### config.mk
export PLATFORM = sky130hd
export DESIGN_NAME = bnn_top
export DESIGN_NICKNAME = d
export VERILOG_FILES = /design/src/bnn_pkg.sv /design/src/buf_wr_if.sv /design/src/spi_rx.sv /design/src/cmd_fsm.sv /design/src/image_buffer.sv /design/src/bnn_classifier.sv /design/src/bnn_top.sv
export VERILOG_INCLUDE_DIRS = /design/src /design/src/src
export SDC_FILE = /design/constraint.sdc
export NUM_CORES = 2
export LEC_CHECK = 0
export BUFFER_PORTS_ARGS = -buffer_cell sky130_fd_sc_hd__buf_4
export CAP_MARGIN = 20
export CORE_MARGIN = 8
export CORE_UTILIZATION = 27
export DETAILED_ROUTE_END_ITERATION = 7
export GPL_ROUTABILITY_DRIVEN = 0
export GPL_TIMING_DRIVEN = 0
export PLACE_DENSITY = 0.42
export SYNTH_ARGS = -nofsm -noshare
export SYNTH_HDL_FRONTEND = slang
export SYNTH_SLANG_ARGS = --single-unit
### constraint.sdc
create_clock -name clk -period 17.7 [get_ports clk]
set_clock_uncertainty 0.15 [all_clocks]
set_input_delay 0.885 -clock clk [delete_from_list [all_inputs] [get_ports clk]]
set_output_delay 0.885 -clock clk [all_outputs]
set_load 0.01 [all_outputs]
### src/bnn_params.svh
`ifndef BNN_PARAMS_SVH
`define BNN_PARAMS_SVH

// Image and classifier dimensions
`define IMG_BYTES   16
`define NUM_CLASSES 10
`define ADDR_W      7

// Seven-segment patterns, active low, bit order gfedcba
`define SEG_BLANK 7'b1111111
`define SEG_0     7'b1000000
`define SEG_1     7'b1111001
`define SEG_2     7'b0100100
`define SEG_3     7'b0110000
`define SEG_4     7'b0011001
`define SEG_5     7'b0010010
`define SEG_6     7'b0000010
`define SEG_7     7'b1111000
`define SEG_8     7'b0000000
`define SEG_9     7'b0010000

`endif

### src/bnn_pkg.sv
`default_nettype none

package bnn_pkg;

  // Command byte sent first in every SPI transfer
  typedef enum logic [7:0] {
    OP_LOAD  = 8'h01,
    OP_RUN   = 8'h02,
    OP_CLEAR = 8'h03
  } opcode_e;

  // Status code seen on the status pins
  typedef enum logic [3:0] {
    ST_IDLE    = 4'd0,
    ST_LOADING = 4'd1,
    ST_LOADED  = 4'd2,
    ST_BUSY    = 4'd3,
    ST_DONE    = 4'd4,
    ST_ERROR   = 4'd5
  } status_e;

  typedef enum logic [2:0] {
    S_OPCODE,
    S_DATA,
    S_WAIT_WR,
    S_RUN,
    S_CLEAR
  } fsm_state_e;

  // Fixed weight byte for class k and image byte j
  function automatic logic [7:0] weight_byte(input int k, input int j);
    logic [7:0] raw;
    raw = 8'(13 * j + 71 * k + 5);
    return raw ^ 8'hA5;
  endfunction

endpackage

`default_nettype wire

### src/buf_wr_if.sv
`timescale 1ns/1ps
`default_nettype none

`include "bnn_params.svh"

interface buf_wr_if;
  logic                req;
  logic                ready;
  logic [`ADDR_W-1:0]  addr;
  logic [7:0]          data;

  // Controller side issues writes
  modport ctrl (output req, output addr, output data, input ready);

  // Buffer side accepts them
  modport mem (input req, input addr, input data, output ready);
endinterface

`default_nettype wire

### src/spi_rx.sv
`timescale 1ns/1ps
`default_nettype none

module spi_rx (
  input  logic       clk,
  input  logic       rst_n,
  input  logic       sclk,
  input  logic       copi,
  input  logic       cs_n,
  output logic [7:0] rx_data,
  output logic       byte_valid,
  output logic       cs_n_sync
);

  // ====================
  // Pin synchronizers
  // ====================
  // Extra sclk stage holds the previous value for edge detection
  logic [2:0] sclk_q;
  logic [1:0] copi_q;
  logic [1:0] cs_n_q;
  logic       sclk_rise;
  logic       sample;
  logic [2:0] bit_cnt;
  logic [6:0] shift_reg;
  logic [7:0] next_byte;

  always_ff @(posedge clk or negedge rst_n) begin
    if (!rst_n) begin
      sclk_q <= '0;
      copi_q <= '0;
      cs_n_q <= 2'b11;
    end else begin
      sclk_q <= {sclk_q[1:0], sclk};
      copi_q <= {copi_q[0], copi};
      cs_n_q <= {cs_n_q[0], cs_n};
    end
  end

  assign cs_n_sync = cs_n_q[1];
  assign sclk_rise = sclk_q[1] & ~sclk_q[2];
  assign sample    = sclk_rise & ~cs_n_sync;
  assign next_byte = {shift_reg, copi_q[1]};

  // ====================
  // Bit counter
  // ====================
  always_ff @(posedge clk or negedge rst_n) begin
    if (!rst_n) begin
      bit_cnt    <= '0;
      byte_valid <= 1'b0;
    end else begin
      byte_valid <= sample && (bit_cnt == 3'd7);
      if (cs_n_sync) begin
        bit_cnt <= '0;
      end else if (sample) begin
        bit_cnt <= bit_cnt + 3'd1;
      end
    end
  end

  // MSB first, so new bits enter at the bottom
  always_ff @(posedge clk) begin
    if (sample) begin
      shift_reg <= next_byte[6:0];
      if (bit_cnt == 3'd7) begin
        rx_data <= next_byte;
      end
    end
  end

endmodule

`default_nettype wire

### src/cmd_fsm.sv
`timescale 1ns/1ps
`default_nettype none

`include "bnn_params.svh"

module cmd_fsm (
  input  logic             clk,
  input  logic             rst_n,
  input  logic [7:0]       rx_data,
  input  logic             byte_valid,
  input  logic             cs_n_sync,
  buf_wr_if.ctrl           wr,
  output logic             clear,
  input  logic             full,
  output logic             start,
  input  logic             done,
  output bnn_pkg::status_e status
);
  import bnn_pkg::*;

  localparam logic [`ADDR_W-1:0] last_addr = `ADDR_W'(`IMG_BYTES - 1);

  fsm_state_e         state;
  logic [`ADDR_W-1:0] wr_cnt;

  always_ff @(posedge clk or negedge rst_n) begin
    if (!rst_n) begin
      state  <= S_OPCODE;
      status <= ST_IDLE;
      wr.req <= 1'b0;
      wr_cnt <= '0;
      clear  <= 1'b0;
      start  <= 1'b0;
    end else begin
      start <= 1'b0;
      clear <= 1'b0;
      case (state)
        S_OPCODE: begin
          if (byte_valid) begin
            case (rx_data)
              OP_LOAD: begin
                state  <= S_DATA;
                wr_cnt <= '0;
                status <= ST_LOADING;
              end
              OP_RUN: begin
                // Classify only a complete image
                if (full) begin
                  start  <= 1'b1;
                  state  <= S_RUN;
                  status <= ST_BUSY;
                end else begin
                  status <= ST_ERROR;
                end
              end
              OP_CLEAR: begin
                clear <= 1'b1;
                state <= S_CLEAR;
              end
              default: status <= ST_ERROR;
            endcase
          end
        end
        S_DATA: begin
          if (byte_valid) begin
            wr.req <= 1'b1;
            state  <= S_WAIT_WR;
          end else if (cs_n_sync) begin
            state <= S_OPCODE;   // short LOAD, status stays ST_LOADING
          end
        end
        S_WAIT_WR: begin
          if (wr.req && wr.ready) begin
            wr.req <= 1'b0;
            wr_cnt <= wr_cnt + 1'b1;
            if (wr_cnt == last_addr) begin
              status <= ST_LOADED;
              state  <= S_OPCODE;
            end else begin
              state <= S_DATA;
            end
          end
        end
        S_RUN: begin
          if (done) begin
            status <= ST_DONE;
            state  <= S_OPCODE;
          end
        end
        S_CLEAR: begin
          // Buffer sees clear one cycle late, so skip the pulse cycle
          if (!clear && wr.ready) begin
            status <= ST_IDLE;
            state  <= S_OPCODE;
          end
        end
        default: state <= S_OPCODE;
      endcase
    end
  end

  // Write payload, held until the handshake
  always_ff @(posedge clk) begin
    if (state == S_DATA && byte_valid) begin
      wr.addr <= wr_cnt;
      wr.data <= rx_data;
    end
  end

endmodule

`default_nettype wire

### src/image_buffer.sv
`timescale 1ns/1ps
`default_nettype none

`include "bnn_params.svh"

module image_buffer (
  input  logic               clk,
  input  logic               rst_n,
  buf_wr_if.mem              wr,
  input  logic               clear,
  output logic               full,
  input  logic [`ADDR_W-1:0] rd_addr,
  output logic [7:0]         rd_data
);

  localparam int mem_depth = 1 << `ADDR_W;
  localparam logic [`ADDR_W-1:0] last_addr = `ADDR_W'(`IMG_BYTES - 1);

  logic [7:0]         mem [mem_depth];
  logic [`ADDR_W-1:0] fill_cnt;
  logic [`ADDR_W-1:0] clr_cnt;
  logic               clearing;
  logic               wr_fire;

  assign wr.ready = ~clearing;
  assign wr_fire  = wr.req & wr.ready;
  assign rd_data  = mem[rd_addr];

  // Fill count and clear walk
  always_ff @(posedge clk or negedge rst_n) begin
    if (!rst_n) begin
      clearing <= 1'b0;
      clr_cnt  <= '0;
      fill_cnt <= '0;
      full     <= 1'b0;
    end else if (clear) begin
      clearing <= 1'b1;
      clr_cnt  <= '0;
      fill_cnt <= '0;
      full     <= 1'b0;
    end else if (clearing) begin
      clr_cnt <= clr_cnt + 1'b1;
      if (clr_cnt == last_addr) begin
        clearing <= 1'b0;
      end
    end else if (wr_fire && !full) begin
      fill_cnt <= fill_cnt + 1'b1;
      if (fill_cnt == last_addr) begin
        full <= 1'b1;
      end
    end
  end

  always_ff @(posedge clk) begin
    if (clearing) begin
      mem[clr_cnt] <= 8'h00;
    end else if (wr_fire) begin
      mem[wr.addr] <= wr.data;
    end
  end

endmodule

`default_nettype wire

### src/bnn_classifier.sv
`timescale 1ns/1ps
`default_nettype none

`include "bnn_params.svh"

module bnn_classifier (
  input  logic               clk,
  input  logic               rst_n,
  input  logic               start,
  input  logic               clear,
  output logic [`ADDR_W-1:0] rd_addr,
  input  logic [7:0]         rd_data,
  output logic               done,
  output logic [6:0]         seg
);
  import bnn_pkg::*;

  localparam int score_w = $clog2(`IMG_BYTES * 8 + 1);
  localparam logic [`ADDR_W-1:0] last_addr = `ADDR_W'(`IMG_BYTES - 1);

  logic [`ADDR_W-1:0] byte_cnt;
  logic               busy;
  logic               stream;
  logic               argmax_go;
  logic               result_go;
  logic [score_w-1:0] score [`NUM_CLASSES];
  logic [3:0]         match [`NUM_CLASSES];
  logic [score_w-1:0] best_val;
  logic [3:0]         best_idx;
  logic [3:0]         best_class;

  function automatic logic [6:0] seg_pattern(input logic [3:0] digit);
    case (digit)
      4'd0:    return `SEG_0;
      4'd1:    return `SEG_1;
      4'd2:    return `SEG_2;
      4'd3:    return `SEG_3;
      4'd4:    return `SEG_4;
      4'd5:    return `SEG_5;
      4'd6:    return `SEG_6;
      4'd7:    return `SEG_7;
      4'd8:    return `SEG_8;
      4'd9:    return `SEG_9;
      default: return `SEG_BLANK;
    endcase
  endfunction

  // Byte 0 is read in the start cycle itself
  assign rd_addr = byte_cnt;
  assign stream  = start | busy;

  // ====================
  // Scoring
  // ====================
  always_comb begin
    for (int k = 0; k < `NUM_CLASSES; k++) begin
      match[k] = 4'($countones(~(rd_data ^ weight_byte(k, int'(byte_cnt)))));
    end
  end

  // Strict compare keeps the lowest class on ties
  always_comb begin
    best_idx = '0;
    best_val = score[0];
    for (int k = 1; k < `NUM_CLASSES; k++) begin
      if (score[k] > best_val) begin
        best_val = score[k];
        best_idx = 4'(k);
      end
    end
  end

  always_ff @(posedge clk) begin
    if (stream) begin
      for (int k = 0; k < `NUM_CLASSES; k++) begin
        score[k] <= (start ? '0 : score[k]) + score_w'(match[k]);
      end
    end
    if (argmax_go) begin
      best_class <= best_idx;
    end
  end

  // ====================
  // Sequencing
  // ====================
  always_ff @(posedge clk or negedge rst_n) begin
    if (!rst_n) begin
      byte_cnt  <= '0;
      busy      <= 1'b0;
      argmax_go <= 1'b0;
      result_go <= 1'b0;
      done      <= 1'b0;
      seg       <= `SEG_BLANK;
    end else begin
      argmax_go <= 1'b0;
      result_go <= argmax_go;
      done      <= result_go;
      if (stream) begin
        if (byte_cnt == last_addr) begin
          byte_cnt  <= '0;
          busy      <= 1'b0;
          argmax_go <= 1'b1;
        end else begin
          byte_cnt <= byte_cnt + 1'b1;
          busy     <= 1'b1;
        end
      end
      if (clear) begin
        seg <= `SEG_BLANK;
      end else if (result_go) begin
        seg <= seg_pattern(best_class);
      end
    end
  end

endmodule

`default_nettype wire

### src/bnn_top.sv
`timescale 1ns/1ps
`default_nettype none

`include "bnn_params.svh"

module bnn_top (
  input  logic       clk,
  input  logic       rst_n,
  input  logic       sclk,
  input  logic       copi,
  input  logic       cs_n,
  output logic [3:0] status,
  output logic [6:0] seg
);

  logic [7:0]         rx_data;
  logic               byte_valid;
  logic               cs_n_sync;
  logic               clear;
  logic               full;
  logic               start;
  logic               done;
  logic [`ADDR_W-1:0] rd_addr;
  logic [7:0]         rd_data;

  // Buffer write path
  buf_wr_if wr_bus ();

  spi_rx u_spi_rx (
    .clk        (clk),
    .rst_n      (rst_n),
    .sclk       (sclk),
    .copi       (copi),
    .cs_n       (cs_n),
    .rx_data    (rx_data),
    .byte_valid (byte_valid),
    .cs_n_sync  (cs_n_sync)
  );

  cmd_fsm u_cmd_fsm (
    .clk        (clk),
    .rst_n      (rst_n),
    .rx_data    (rx_data),
    .byte_valid (byte_valid),
    .cs_n_sync  (cs_n_sync),
    .wr         (wr_bus.ctrl),
    .clear      (clear),
    .full       (full),
    .start      (start),
    .done       (done),
    .status     (status)
  );

  image_buffer u_image_buffer (
    .clk     (clk),
    .rst_n   (rst_n),
    .wr      (wr_bus.mem),
    .clear   (clear),
    .full    (full),
    .rd_addr (rd_addr),
    .rd_data (rd_data)
  );

  bnn_classifier u_bnn_classifier (
    .clk     (clk),
    .rst_n   (rst_n),
    .start   (start),
    .clear   (clear),
    .rd_addr (rd_addr),
    .rd_data (rd_data),
    .done    (done),
    .seg     (seg)
  );

endmodule

`default_nettype wire

==> reports/results.txt <==
Synthesized flop and latch total -> 1199
Row cnt -> 164
Htree depth -> 4
Final clock period utilization by the worst path -> 0.945
Tot Pwr -> 5870 µW
# hold bufs at CTS -> 0
DR DRC count -> 0
Die W -> 463 µm
Synth area leader -> edfxtp_1
Clock root buffer -> clkbuf_16
Synth Net Count -> 3288
CP required -> 18110 ps
Gr usage total -> 0.156
Drt pass-1 iters -> 5
Setup TNS after final layout -> 0 ps
# placed instances -> 5750
Slew margin rel. -> 0.198
Simple-Gate Fraction of Synth Area -> 0.0458
First-pass GRT wire length -> 239000 µm
Compound-Gate Fraction of Synth Area -> 0.0386
Post-synthesis mux area share -> 0.150
Post-synthesis adder-cell area fraction -> 0.0659
Biggest regs -> u_image_buffer.mem x1024, u_bnn_classifier.score x80
# Max-Cap Violations -> 0
Clock tree sinks -> 1199
Port-buffer cells -> 14
Top cells by area, synth -> edfxtp_1 (63%), mux4_2 (14%), ha_1 (4.6%)
Final slew viol count -> 0
Final Setup Violations -> 0
Main combinational cell family by area after synthesis -> multiplexers
Most used flip-flop cell after synthesis -> edfxtp_1
Ys async rst share -> 0.0509
Clock transition at path regs -> 60 ps
Crit path max fanout -> 10
Clk buf depth -> 3
Crit-path most repeated cell -> ha_1
Sequential share of the synthesized area -> 0.662
Largest net degree at the start of global routing -> 80
CP max stage delay -> 460 ps
Max Freq -> 59.8 MHz
Worst-margin pin slew -> 1200 ps
Crit Path Category -> flip-flop to flip-flop
Syn Inst Count -> 3032
Vias per cell -> 4.82
GRT overflow -> 0
Ys Warns -> 0
Biggest register -> u_image_buffer.mem
Final min period -> 16720 ps
Layout cells sized above 1 -> 0.228
Core area -> 199000 µm²
DP Wirelength -> 117000 µm
Initial antenna violation count -> 7
Synth cell types -> 81
Reg2Reg Depth -> 84
Slowest CP cell -> or4b_1
Initial Util -> 0.271
Hold Slack -> 61.9 ps
Hold Path Class -> input pin to async pin
Largest register FFs -> 1024
Status -> complete, no violations
CTS buffer count -> 139
Pwr Density -> 93.0 nW/µm²
Yosys top cell area share -> 0.633
CTS tree -> yes
CP startpoint kind -> flip-flop
Chip height -> 463 µm
Number of synthesized flops with an enable pin -> 1138
Vias in the first global route -> 29800
Iter 0 DRT Violations -> 2662
Vias -> 29000
Leakage -> 0.0182 µW
Skew-Pair Late Insertion Delay -> 780 ps
# IOs -> 16
CP Capture Type -> flip-flop
Worst EP arrival -> 17140 ps
Wire per inst -> 28.5 µm
Die footprint -> 214000 µm²
Hold Violations, Final -> 0
Synth Area in XOR/XNOR -> 0.0217
Layout fillers -> 19300
Final nets -> 3513
Area growth syn-to-layout -> 17.0%
DRT antenna net count -> 0
VDD IR max -> 0.0972 mV
Final Non-Filler Cells -> 6020
Final WL -> 172000 µm
Mapped Area -> 54000 µm²
Avg Inst Size Synth -> 17.8 µm²
## through the flow
step | utilization | area, µm² | setup WS [ps]
2_1_floorplan | - | 54000 | 993
6_report | 0.317 | 63100 | 978
3_5_place_dp | 0.293 | 58300 | -3060
3_3_place_gp | 0.288 | 57400 | -3250
4_1_cts | 0.316 | 62900 | 30.5
5_1_grt | 0.317 | 63100 | -47.1
## layout by cell type, fill, tap and decap left out, types with 11 or more instances in the layout
cell / instances
xor2_1: 67
nor2_1: 220
buf_4: 46
xnor2_1: 64
clkbuf_16: 140
buf_2: 27
a21oi_1: 70
nor3_1: 14
clkbuf_1: 96
ha_1: 197
inv_1: 110
mux2_2: 21
a21o_1: 43
nand3_1: 30
buf_8: 23
o2111ai_1: 11
clkbuf_2: 23
clkinv_2: 19
o21a_1: 12
nand2_1: 99
nor2b_1: 52
nand2b_1: 15
fa_1: 54
mux4_2: 336
clkinv_1: 19
or3_1: 13
mux2i_1: 19
nand4_1: 16
o21ai_0: 74
edfxtp_1: 1138
dfrtp_1: 52
## worst paths after layout
| kind | end | slack [ps] | startpoint |
|---|---|---|---|
| setup / recovery | u_bnn_classifier.best_class[2] | 980 | u_bnn_classifier.score[1][1] |
| hold / removal | u_spi_rx.bit_cnt[0] | 60 | rst_n |
| setup reg to reg | u_bnn_classifier.best_class[2] | 980 | u_bnn_classifier.score[1][1] |
| hold reg to reg | u_spi_rx.cs_n_q[1] | 200 | u_spi_rx.cs_n_q[0] |
| max in group asynchronous | u_bnn_classifier.rd_addr[0] | 16770 | rst_n |
| min in group clk | u_spi_rx.copi_q[0] | 80 | copi |
## layer usage
metal / track usage / routed length (µm) / share of wire / vias to the layer above
li1: - / - / - / 12500
met1: 0.211 / 75800 / 0.44 / 15600
met2: 0.261 / 83900 / 0.49 / 712
met3: 0.0297 / 8250 / 0.048 / 182
met4: 0.0353 / 3760 / 0.022 / 0
met5: 0 / 0 / 0 / -
## cell type report
type                       instances  area, µm²  area share
sequential                      1199      35700       0.566
multi-input combinational       1601      17700       0.280
clock buffer                     185       3740      0.0593
tap                             2656       3320      0.0526
timing repair buffer              85       1080      0.0171
clock inverter                    62        642      0.0102
buffer                           118        534     0.00846
inverter                         113        427     0.00676
antenna                            1       2.50   0.0000396
## synth_stat cells, drive strengths merged, types with 11 or more instances
cell,n
mux2i,26
clkbuf,83
mux2,23
o21ai,86
xor2,68
nand2b,15
nand3,30
xnor2,66
or3,14
o2111ai,11
edfxtp,1138
nand2,99
ha,197
and2,16
buf,36
o21a,13
a21oi,75
inv,113
fa,54
mux4,336
a21o,43
nor2,223
dfrtp,52
nor3,16
nand4,16
nor2b,53
## kinds of logic after synthesis
| logic type | count (synthesis) |
|---|---|
| DFF | 1199 |
| and+or+nand+nor | 522 |
| muxes | 385 |
| AOI/OAI and AO/OA | 307 |
| adders and majority gates | 252 |
| buffers and inverters | 232 |
| xor gates and xnor gates | 134 |
| other | 1 |
## what timing repair did
action | 4_1_cts | 5_1_grt
gates resized for setup | 34 | 31
setup buffers | 10 | 12
endpoints found under the setup margin | 4 | 4
pin swaps | 5 | 10
## critical path: cells and delay by family, from the launching register on
kind | cells | cell delay, ps
fa+ha+maj | 10 | 2460
buf+inv | 10 | 1380
mux | 6 | 1880
flops | 1 | 450
simple gates | 21 | 3830
compound gates | 37 | 6370
## power by group
group / switching [µW] / internal, µW
Sequential: 0.851 / 3060
Clock: 1220 / 1590
Combinational: 3.75 / 1.17
(Power assumes the default switching activity.)
